`config.mk`:
```
export PLATFORM = sky130hd
export DESIGN_NAME = streaming_heap
export DESIGN_NICKNAME = d
export VERILOG_FILES = /design/src/heap_pkg.sv /design/src/heap_level_ram.sv /design/src/heap_root.sv /design/src/sift_stage.sv /design/src/streaming_heap.sv
export SDC_FILE = /design/constraint.sdc
export NUM_CORES = 1
export LEC_CHECK = 0
export ABC_CLOCK_PERIOD_IN_PS = 6400
export BUFFER_PORTS_ARGS = -buffer_cell sky130_fd_sc_hd__buf_2
export CELL_PAD_IN_SITES_DETAIL_PLACEMENT = 1
export CELL_PAD_IN_SITES_GLOBAL_PLACEMENT = 1
export CORE_ASPECT_RATIO = 1.25
export CORE_UTILIZATION = 30
export DETAILED_ROUTE_END_ITERATION = 12
export GPL_TIMING_DRIVEN = 0
export HOLD_SLACK_MARGIN = 0.15
export PLACE_DENSITY = 0.59
export SETUP_SLACK_MARGIN = 0.3
export SYNTH_ARGS = -nofsm -noshare
export SYNTH_HDL_FRONTEND = slang
export SYNTH_SLANG_ARGS = --single-unit
```
`constraint.sdc`:
```
create_clock -name clk -period 6.4 [get_ports clk]
set_input_delay 0.64 -clock clk [delete_from_list [all_inputs] [get_ports clk]]
set_output_delay 0.64 -clock clk [all_outputs]
set_load 0.02 [all_outputs]
```
`src/heap_pkg.sv`:
```
package heap_pkg;

	// Sample width
	localparam int DATA_W = 16;

	// Wide enough to index a node in any supported level
	localparam int POS_W = 16;

	typedef logic [DATA_W-1:0] data_t;

	typedef logic [POS_W-1:0] pos_t;

	// One sift wave moving down the heap.
	// pos is the node index inside the level that holds the token
	typedef struct packed {
		logic  valid;
		pos_t  pos;
		data_t data;
	} sift_token_t;

	// Clear sweep broadcast from the root to every level
	typedef struct packed {
		logic active;
		pos_t addr;
	} clear_t;

endpackage

```
`src/heap_level_ram.sv`:
```
`timescale 1ns/1ps

module heap_level_ram #(
	parameter int DEPTH = 1,
	localparam int AW = (DEPTH > 1) ? $clog2(DEPTH) : 1
) (
	input  logic            clk,
	input  logic [AW-1:0]   rd_addr,
	input  logic [AW-1:0]   wr_addr,
	input  logic            wr_en,
	input  heap_pkg::data_t wr_data,
	output heap_pkg::data_t rd_data
);

	heap_pkg::data_t mem [DEPTH];

	always_ff @(posedge clk)
	begin
		if (wr_en)
			mem[wr_addr] <= wr_data;
	end

	// Registered read; a read in the same cycle as a write to that
	// address returns the old word
	always_ff @(posedge clk)
	begin
		rd_data <= mem[rd_addr];
	end

endmodule

```
`src/heap_root.sv`:
```
`timescale 1ns/1ps

module heap_root #(
	parameter int LEVELS = 6
) (
	input  logic                  clk,
	input  logic                  rst,
	input  logic                  fs,
	input  logic                  rec_en,
	input  heap_pkg::data_t       data_in,
	output heap_pkg::data_t       data_out,
	output logic                  out_valid,
	output logic                  ready,
	output heap_pkg::pos_t        child_addr,
	input  heap_pkg::data_t       child_l,
	input  heap_pkg::data_t       child_r,
	output heap_pkg::sift_token_t token,
	output heap_pkg::clear_t      clear
);

	// The sweep covers the widest level RAM
	localparam int CLR_LEN = 1 << (LEVELS - 2);

	logic            fs_s;
	logic            fs_d;
	logic            stb;
	logic            accept;
	logic            in_less;
	logic            ins_q;
	logic            go_right;
	logic            child_wins;
	heap_pkg::data_t root;
	heap_pkg::data_t sample_q;
	heap_pkg::data_t min_child;

	// One strobe per rising edge of the sample clock
	assign stb = fs_s & ~fs_d;
	assign accept = stb & ready;
	assign in_less = data_in < root;

	// The root is the only level 0 node, its children always live at address 0
	assign child_addr = '0;

	assign go_right = child_r < child_l;
	assign min_child = go_right ? child_r : child_l;
	assign child_wins = min_child < sample_q;

	always_ff @(posedge clk)
	begin
		if (rst)
		begin
			fs_s <= 1'b0;
			fs_d <= 1'b0;
		end
		else
		begin
			fs_s <= fs;
			fs_d <= fs_s;
		end
	end

	// Clear sweep, one address per cycle, then ready for good
	always_ff @(posedge clk)
	begin
		if (rst)
		begin
			clear.active <= 1'b1;
			clear.addr <= '0;
			ready <= 1'b0;
		end
		else if (clear.active)
		begin
			if (clear.addr == heap_pkg::pos_t'(CLR_LEN - 1))
			begin
				clear.active <= 1'b0;
				ready <= 1'b1;
			end
			else
			begin
				clear.addr <= clear.addr + 1'b1;
			end
		end
	end

	always_ff @(posedge clk)
	begin
		if (rst)
		begin
			out_valid <= 1'b0;
			ins_q <= 1'b0;
		end
		else
		begin
			out_valid <= accept;
			// Samples below the root are dropped from the heap
			ins_q <= accept & rec_en & ~in_less;
		end
	end

	always_ff @(posedge clk)
	begin
		if (accept)
		begin
			data_out <= in_less ? data_in : root;
			sample_q <= data_in;
		end
	end

	// Level 0 sift step, level 1 children were read while ins_q was set up
	always_ff @(posedge clk)
	begin
		if (clear.active)
			root <= '0;
		else if (ins_q)
			root <= child_wins ? min_child : sample_q;
	end

	always_ff @(posedge clk)
	begin
		if (rst)
			token.valid <= 1'b0;
		else
			token.valid <= ins_q & child_wins;
		// Level 1 position is just the side the smaller child came from
		token.pos <= heap_pkg::pos_t'(go_right);
		token.data <= sample_q;
	end

endmodule

```
`src/sift_stage.sv`:
```
`timescale 1ns/1ps

module sift_stage #(
	parameter int LEVELS = 6,
	parameter int LEVEL = 1
) (
	input  logic                  clk,
	input  logic                  rst,
	input  heap_pkg::sift_token_t token_in,
	output heap_pkg::sift_token_t token_out,
	input  heap_pkg::clear_t      clear,
	output heap_pkg::pos_t        wr_addr,
	output logic                  wr_en_l,
	output logic                  wr_en_r,
	output heap_pkg::data_t       wr_data,
	output heap_pkg::pos_t        child_addr,
	input  heap_pkg::data_t       child_l,
	input  heap_pkg::data_t       child_r
);

	// Entries in each of the two RAMs of this level
	localparam int SIZE = 1 << (LEVEL - 1);

	// The bottom level has no children to compare against
	localparam bit LAST = (LEVEL == LEVELS - 1);

	heap_pkg::sift_token_t tok_q;
	heap_pkg::data_t       min_child;
	logic                  go_right;
	logic                  child_wins;

	// Children of slot p are 2p and 2p+1, i.e. address p in both RAMs below
	assign child_addr = token_in.pos;

	// Hold the token while the child read completes
	always_ff @(posedge clk)
	begin
		if (rst)
			tok_q.valid <= 1'b0;
		else
			tok_q.valid <= token_in.valid;
		tok_q.pos <= token_in.pos;
		tok_q.data <= token_in.data;
	end

	assign go_right = child_r < child_l;
	assign min_child = go_right ? child_r : child_l;
	assign child_wins = !LAST && (min_child < tok_q.data);

	// Own slot write.
	// Even positions go to the left RAM, odd ones to the right RAM
	always_comb
	begin
		if (clear.active)
		begin
			wr_addr = clear.addr & heap_pkg::pos_t'(SIZE - 1);
			wr_en_l = 1'b1;
			wr_en_r = 1'b1;
			wr_data = '0;
		end
		else
		begin
			wr_addr = tok_q.pos >> 1;
			wr_en_l = tok_q.valid & ~tok_q.pos[0];
			wr_en_r = tok_q.valid & tok_q.pos[0];
			// Smaller child moves up, otherwise the wave settles here
			wr_data = child_wins ? min_child : tok_q.data;
		end
	end

	// Token continues towards the child that was moved up
	always_ff @(posedge clk)
	begin
		if (rst)
			token_out.valid <= 1'b0;
		else
			token_out.valid <= tok_q.valid & child_wins;
		token_out.pos <= {tok_q.pos[heap_pkg::POS_W-2:0], go_right};
		token_out.data <= tok_q.data;
	end

endmodule

```
`src/streaming_heap.sv`:
```
`timescale 1ns/1ps

module streaming_heap #(
	parameter int LEVELS = 6
) (
	input  logic            clk,
	input  logic            rst,
	input  logic            fs,
	input  logic            rec_en,
	input  heap_pkg::data_t data_in,
	output heap_pkg::data_t data_out,
	output logic            out_valid,
	output logic            ready
);

	// Token and read signals are indexed by the level that drives them
	heap_pkg::sift_token_t tok     [LEVELS];
	heap_pkg::pos_t        rd_addr [LEVELS];
	heap_pkg::data_t       rd_l    [LEVELS];
	heap_pkg::data_t       rd_r    [LEVELS];

	// Write ports, indexed by the level that owns the RAMs
	heap_pkg::pos_t        wr_addr [1:LEVELS-1];
	logic                  wr_en_l [1:LEVELS-1];
	logic                  wr_en_r [1:LEVELS-1];
	heap_pkg::data_t       wr_data [1:LEVELS-1];

	heap_pkg::clear_t      clear;

	heap_root #(
		.LEVELS(LEVELS)
	) u_root (
		.clk       (clk),
		.rst       (rst),
		.fs        (fs),
		.rec_en    (rec_en),
		.data_in   (data_in),
		.data_out  (data_out),
		.out_valid (out_valid),
		.ready     (ready),
		.child_addr(rd_addr[0]),
		.child_l   (rd_l[0]),
		.child_r   (rd_r[0]),
		.token     (tok[0]),
		.clear     (clear)
	);

	for (genvar k = 1; k < LEVELS; k++)
	begin : g_level
		localparam int DEPTH = 1 << (k - 1);
		localparam int AW = (DEPTH > 1) ? $clog2(DEPTH) : 1;

		// Left RAM holds even positions, right RAM the odd ones
		heap_level_ram #(.DEPTH(DEPTH)) u_ram_l (
			.clk    (clk),
			.rd_addr(rd_addr[k-1][AW-1:0]),
			.wr_addr(wr_addr[k][AW-1:0]),
			.wr_en  (wr_en_l[k]),
			.wr_data(wr_data[k]),
			.rd_data(rd_l[k-1])
		);

		heap_level_ram #(.DEPTH(DEPTH)) u_ram_r (
			.clk    (clk),
			.rd_addr(rd_addr[k-1][AW-1:0]),
			.wr_addr(wr_addr[k][AW-1:0]),
			.wr_en  (wr_en_r[k]),
			.wr_data(wr_data[k]),
			.rd_data(rd_r[k-1])
		);

		sift_stage #(
			.LEVELS(LEVELS),
			.LEVEL (k)
		) u_stage (
			.clk       (clk),
			.rst       (rst),
			.token_in  (tok[k-1]),
			.token_out (tok[k]),
			.clear     (clear),
			.wr_addr   (wr_addr[k]),
			.wr_en_l   (wr_en_l[k]),
			.wr_en_r   (wr_en_r[k]),
			.wr_data   (wr_data[k]),
			.child_addr(rd_addr[k]),
			.child_l   (rd_l[k]),
			.child_r   (rd_r[k])
		);

		// Bottom level has nothing below it
		if (k == LEVELS - 1)
		begin : g_leaf
			assign rd_l[k] = '0;
			assign rd_r[k] = '0;
		end
	end

endmodule

```
* Word level (Yosys, flattened, before mapping) *
Memory sizes are Yosys's and may differ from the RTL's. A register that Yosys moved wholly into a read port is not among the register bits.
Index checks and enable logic that the tools add are counted.

storage, ports and cells
  register bits after elaboration = 270
  output and inout port bits = 18
  word-level logic and storage cells = 145
  bits in writable memories = 992
  input bits = 20
  memories = 10

cells by class
  bitwise operators = 27
  reductions and logical operators = 2
  order comparisons = 11
  multiplexer cells = 53
  $add $sub $neg = 1
  equality and inequality tests = 1

memory list
  memory                  depth  width  read ports  clocked after Yosys merged registers in  write ports  line                  text
  g_level[5].u_ram_l.mem  16     16     1           1                                        1            heap_level_ram.sv:15  heap_pkg::data_t mem [DEPTH];
  g_level[5].u_ram_r.mem  16     16     1           1                                        1            heap_level_ram.sv:15
  g_level[4].u_ram_l.mem  8      16     1           1                                        1            heap_level_ram.sv:15
  g_level[4].u_ram_r.mem  8      16     1           1                                        1            heap_level_ram.sv:15
  g_level[3].u_ram_l.mem  4      16     1           1                                        1            heap_level_ram.sv:15
  g_level[3].u_ram_r.mem  4      16     1           1                                        1            heap_level_ram.sv:15
  +4 memories             --     --     --          --                                       --           --

operators by type and width
  operator                                         number
  2-to-1 mux 16 bit                                17
  less-than comparator 16 bit                      11
  2-to-1 mux 1 bit                                 32
  bitwise AND 1 bit                                19
  2-to-1 mux 17 bit                                1
  adder 16 x 1 -> 16 bit (second input constant)   1
  == test 16 x 4 -> 1 bit (second input constant)  1
  inverter 1 bit                                   8
  2-to-1 mux 4 bit                                 1
  AND reduction 2 bit                              2
  2-to-1 mux 3 bit                                 1
  2-to-1 mux 2 bit                                 1

* Logic depth before layout (Yosys ltp) *
  word-level depth = 5
  depth in mapped cells = 22

* Cells and area by module *
From an unflattened synthesis, not the netlist that was laid out.

second synthesis, totals
  cells, all modules = 3497
  area total of the unflattened synthesis = 59482.0 sq um

by module, submodules not included
  module                                    area each (sq um)  times used  cells an instance
  heap_level_ram at g_level[5].u_ram_l ...  10043.4            2           432
  heap_level_ram at g_level[4].u_ram_l ...  5293.8             2           214
  heap_level_ram at g_level[3].u_ram_l ...  2697.6             2           104
  heap_root                                 4606.9             1           433
  heap_level_ram at g_level[2].u_ram_l ...  1542.7             2           68
  sift_stage at g_level[2].u_stage          3035.4             1           314
  sift_stage at g_level[4].u_stage          3000.4             1           292
  sift_stage at g_level[3].u_stage          2995.4             1           292
  sift_stage at g_level[1].u_stage          2981.6             1           291
  sift_stage at g_level[5].u_stage          2102.0             1           174
  heap_level_ram at g_level[1].u_ram_l ...  800.8              2           32
  streaming_heap                            3.8                1           1

* Worst setup path before layout *
OpenSTA, ideal clock, no wires.

  path kind = reg2reg
  from = register g_level[5].u_ram_l.rd_data[9] (read register of g_level[5].u_ram_l.mem)
  to = memory g_level[4].u_ram_l.mem[0][10] (netlist bit), data pin
  period minus slack after synthesis = 4722 ps
  buffers on the path = 3
  slack = 1678 ps
  data arrival time = 4513 ps
  cell stages (with the launch flop) = 21
  cells stage by stage = dfxtp_1 > inv_1 > ha_1 > a21o_1 > a21oi_1 > o211ai_1 > a21oi_2 > o211ai_2 > nand2_1 > buf_2 > mux2_1 > ha_1 > a21o_1 > a21o_1 > a2111oi_0 > inv_2 > a2111oi_2 > or3_1 > buf_4 > buf_6 > a31o_1

between the ends
  cells in the longest elaborated chain, start to end = 5

RTL lines
  what                                line                  text
  start, declared                     heap_level_ram.sv:12  output heap_pkg::data_t rd_data
  less-than comparator 16 bit (*)     sift_stage.sv:46      assign go_right = child_r < child_l;
  via g_level[4].u_stage.go_right     sift_stage.sv:29      logic go_right;
  2-to-1 mux 16 bit (*)               sift_stage.sv:47      assign min_child = go_right ? child_r : child_l;
  less-than comparator 16 bit         sift_stage.sv:48      assign child_wins = !LAST && (min_child < tok_q.data);
  2-to-1 mux 16 bit (*)               sift_stage.sv:67      wr_data = child_wins ? min_child : tok_q.data;
  2-to-1 mux 16 bit (*)               sift_stage.sv:54      if (clear.active)
  via g_level[4].u_ram_l.wr_data[10]  heap_level_ram.sv:11  input heap_pkg::data_t wr_data,
  end, declared                       heap_level_ram.sv:15

Mark *: on every way through the listed nets, which the timed path passes. The rest lies on a longest branch.

* Worst setup path in the final report *
  from = register g_level[3].u_ram_l.rd_data[1] (read register of g_level[3].u_ram_l.mem)
  to = memory g_level[2].u_ram_r.mem[1][12] (netlist bit), data pin

between the ends
  cells in the longest elaborated chain, start to end = 5

RTL lines
  what                                line
  start, declared                     heap_level_ram.sv:12
  less-than comparator 16 bit         sift_stage.sv:46
  2-to-1 mux 16 bit (*)               sift_stage.sv:47
  less-than comparator 16 bit         sift_stage.sv:48
  2-to-1 mux 16 bit (*)               sift_stage.sv:67
  2-to-1 mux 16 bit (*)               sift_stage.sv:54
  via g_level[2].u_ram_l.wr_data[12]  heap_level_ram.sv:11
  end, declared                       heap_level_ram.sv:15

Marks and branches as above.

==> results.py <==
metrics = {
    "critical_path": {
        "worstSetupPathType": "reg -> reg",
        "reg2reg_to": "g_level[2].u_ram_r.mem[1][12]",
        "r2r_start": "g_level[3].u_ram_l.rd_data[1]",
        "reg2reg_depth": 18,
        "reg2reg_setup_slack_ps": 540,
        "crit_path_max_fanout": 10,
        "endpoint_kind": "flip-flop",
        "cp-start-kind": "flip-flop",
        "crit_required_ps": 6870,
        "arrival_ps": 6320,
    },
    "synthesis": {
        "syn-cell-area_um2": 54100,
        "yosysWarningCount": 0,
        "yosysTopAreaCell": "edfxtp_1",
        "syn_inst": 3079,
        "synth_area_per_cell_um2": 17.6,
        "yosysUniqueCellTypes": 65,
        "async_reset_ff_share_pct": 0,
        "ys_ff_latch": 1422,
        "netlist_top_cells_area": "edfxtp_1 (57%), dfxtp_1 (15%), mux4_2 (11%)",
        "ys_seq_area_share_pct": 71.6,
        "synth_ff_type": "edfxtp_1",
        "synth_edf_count": 1024,
        "synth_top_area_share_pct": 56.9,
        "synth.net_count": 3265,
    },
    "placed_design": {
        "dp_hpwl_um": 102000,
        "numPortBuffers": 37,
        "gp_congestion": 0.807,
        "place_area_um2": 58900,
        "placed_cells": 5554,
    },
    "status": {
        "status": "completed",
    },
    "power": {
        "p_seq_share_pct": 44.8,
        "internal_power_uw": 17100,
        "clockPowerShare_pct": 37.0,
        "switching_share_pct": 27.2,
        "switching_power_uw": 6400,
        "power_leakage_uw": 0.0218,
        "power_density_nw_per_um2": 368,
        "irDropWorstVdd_mv": 0.217,
        "comb_power_share_pct": 18.2,
    },
    "cells_and_area": {
        "stdcell_area_um2": 64000,
        "fin_nets": 3542,
        "fillers": 17900,
        "stdcell_count": 5844,
        "syn2layout_area_growth_pct": 18.4,
        "drive_gt1_share_pct": 24.0,
    },
    "hold_path": {
        "hold_end": "u_root.fs_s",
        "min_path_cells": 2,
        "hp-start": "fs",
        "hp-class": "in -> reg",
    },
    "clock_network": {
        "clock-sinks": 1422,
        "clk_latency_ps": 790,
        "cts_tree": "built",
        "clk_pin_slew_ps": 60,
        "post-cts-setup-buffer-count": 0,
        "cts_made_buffers": 146,
        "ctsRootBufferMaster": "clkbuf_16",
        "clk_path_buf_depth": 3,
        "ctsHtreeMaxLevel": 4,
    },
    "flow_run": {
        "maxCapViolations": 0,
    },
    "route": {
        "drtIter0Drc": 1781,
        "detail_route.wl_per_cell_um": 24.3,
        "drt_wl_total_um": 142000,
        "dr_total_vias": 28300,
        "ant_nets": 0,
        "drc": 0,
        "dr.pass1.iters": 5,
        "vias_per_cell": 4.84,
    },
    "timing": {
        "setup_viol": 0,
        "rsz0062_at_grt": "no",
        "final-hold-violation-count": 0,
        "finalCriticalPeriod_ps": 5860,
        "max_freq_ghz": 0.171,
        "period_share_pct": 91.5,
        "maxSlewViolCount": 0,
        "max_slew_margin_pct": 13.2,
        "tightest_slew_ps": 1300,
        "setup_tns_ps": 0,
        "fin_skew_ps": 51.3,
    },
    "global_routing": {
        "grt_pass1_wl_um": 209000,
        "grt.overflow.total": 0,
        "grt.total_usage_pct": 15.6,
        "antenna_found_initial": 9,
        "grt_pass1_vias": 30600,
        "grt_max_degree": 34,
    },
    "floorplan": {
        "core_um2": 178000,
        "dieHeight_um": 477,
        "die_area_um2": 182000,
        "io_pins": 38,
        "initial_utilization_pct": 30.3,
        "die-width_um": 382,
        "rows": 173,
    },
}
-- metrics by stage --
step           util (%)  hold WS, ps  total power, µW  worst slack [ps]
2_1_floorplan         -          310            13500              1680
3_3_place_gp       32.1          312            14900              53.4
3_5_place_dp       33.0          313            15000              79.8
4_1_cts            35.9          154            23800               448
5_1_grt            35.9          178            24500               311
6_report           35.9          230            23500               545
-- cells by family after synthesis --
group,count (synthesis),synth area share (%)
buf+inv,327,2.34
fa+ha+maj,166,3.84
simple gates,397,3.74
xor+xnor,8,0.130
flops,1422,71.6
mux,401,13.7
compound gates,358,4.66
-- timing repair --
item | CTS | global route
endpoints found under the setup margin | 147 | 258
hold buffers | 16 | 0
resized for setup | 10 | 11
hold endpoints to repair | 16 | 0
-- power by group through the flow --
stage | clock (µW) | sequential (µW) | combinational (µW)
finish | 8710 | 10500 | 4280
global route | 9240 | 10600 | 4650
CTS | 8920 | 10500 | 4350
detailed placement | 0 | 10700 | 4290
global placement | 0 | 10700 | 4150
floorplan | 0 | 10600 | 2940
-- state kept, by name, summed over array words and instances, names as in the netlist --
signal / cells
u_root.sample_q: 16
u_root.clear: 17
u_root.fs_d: 1
u_root.ready: 1
u_root.out_valid: 1
u_root.fs_s: 1
g_level.u_ram_l.rd_data: 80
g_level.u_stage.token_out: 82
u_root.token: 18
g_level.u_ram_r.mem: 496
g_level.u_ram_r.rd_data: 80
u_root.ins_q: 1
g_level.u_stage.tok_q: 100
u_root.data_out: 16
u_root.root: 16
g_level.u_ram_l.mem: 496
-- worst max path at each step --
stage                                        startpoint                             to  slack (ps)  cells past startpoint
after floorplan           g_level[5].u_ram_l.rd_data[9]  g_level[4].u_ram_l.mem[0][10]        1680                     20
after global placement    g_level[5].u_ram_l.rd_data[9]   g_level[4].u_ram_r.mem[6][6]          50                     20
after detailed placement  g_level[5].u_ram_l.rd_data[9]   g_level[4].u_ram_r.mem[6][6]          80                     20
after CTS                 g_level[5].u_ram_l.rd_data[9]  g_level[4].u_ram_r.mem[1][13]         450                     20
after global routing      g_level[5].u_ram_l.rd_data[9]  g_level[4].u_ram_r.mem[2][15]         310                     19
final                     g_level[3].u_ram_l.rd_data[1]  g_level[2].u_ram_r.mem[1][12]         540                     18
-- synth_stat cells, types with 10 or more instances --
cell type and n:
nand2b_1 13, o21ai_1 22, a21o_1 38, nor4_1 20, mux2_1 14, nor3_1 37, inv_1 189, edfxtp_1 1024
a211oi_1 10, a31oi_1 11, clkbuf_1 88, dfxtp_1 398, o311ai_1 15, a31o_1 15, ha_1 166, buf_2 10
nand3_1 40, mux4_2 256, o21ai_0 37, or3_1 11, o21a_1 12, nor2_1 107, nand4_1 32, o31ai_1 30
nand3b_1 15, a21oi_1 65, nand2_1 63, buf_1 34, o211ai_1 48, mux2_2 126, o311a_1 15, nor2b_1 32
-- cells in the final DEF (no fill, tap or decap), drive strengths merged, types with 49 or more instances in the layout --
cell type and n:
a21oi 66, buf 161, clkbuf 280, dfxtp 398, edfxtp 1024, ha 166, inv 201, mux2 140
mux4 256, nand2 63, nor2 107, o211ai 49, o21ai 59
-- metal layers --
metal	track usage, %	up-vias	wire length (µm)
li1	-	12700	-
met1	18.8	14800	57900
met2	28.0	574	74300
met3	2.49	227	5050
met4	5.69	4	4590
met5	0	-	23
-- final cells by class --
cell class	count	area [µm²]	share of cell area, %
Buffer	137	553	0.864
Multi-Input combinational cell	1330	14400	22.4
Timing Repair Buffer	129	1780	2.78
Clock buffer	192	3990	6.23
Antenna cell	3	7.51	0.0117
Tap cell	2362	2960	4.62
Inverter	190	713	1.11
Clock inverter	79	926	1.45
Sequential cell	1422	38700	60.5
-- worst max-delay path, stage by stage (launching register included) --
cell and delay, ps:
dfxtp_1 320, inv_1 50, ha_1 270, a21o_1 170
a211o_1 310, a211oi_1 650, o21ai_2 350, buf_2 330
mux2_2 340, ha_1 310, a21o_1 170, a21o_1 180
a211oi_1 260, o21ai_1 140, a2111o_1 390, a31oi_2 380
clkbuf_1 460, o211ai_1 170, o31ai_1 260
No activity file was read; power rests on OpenSTA's default activity.
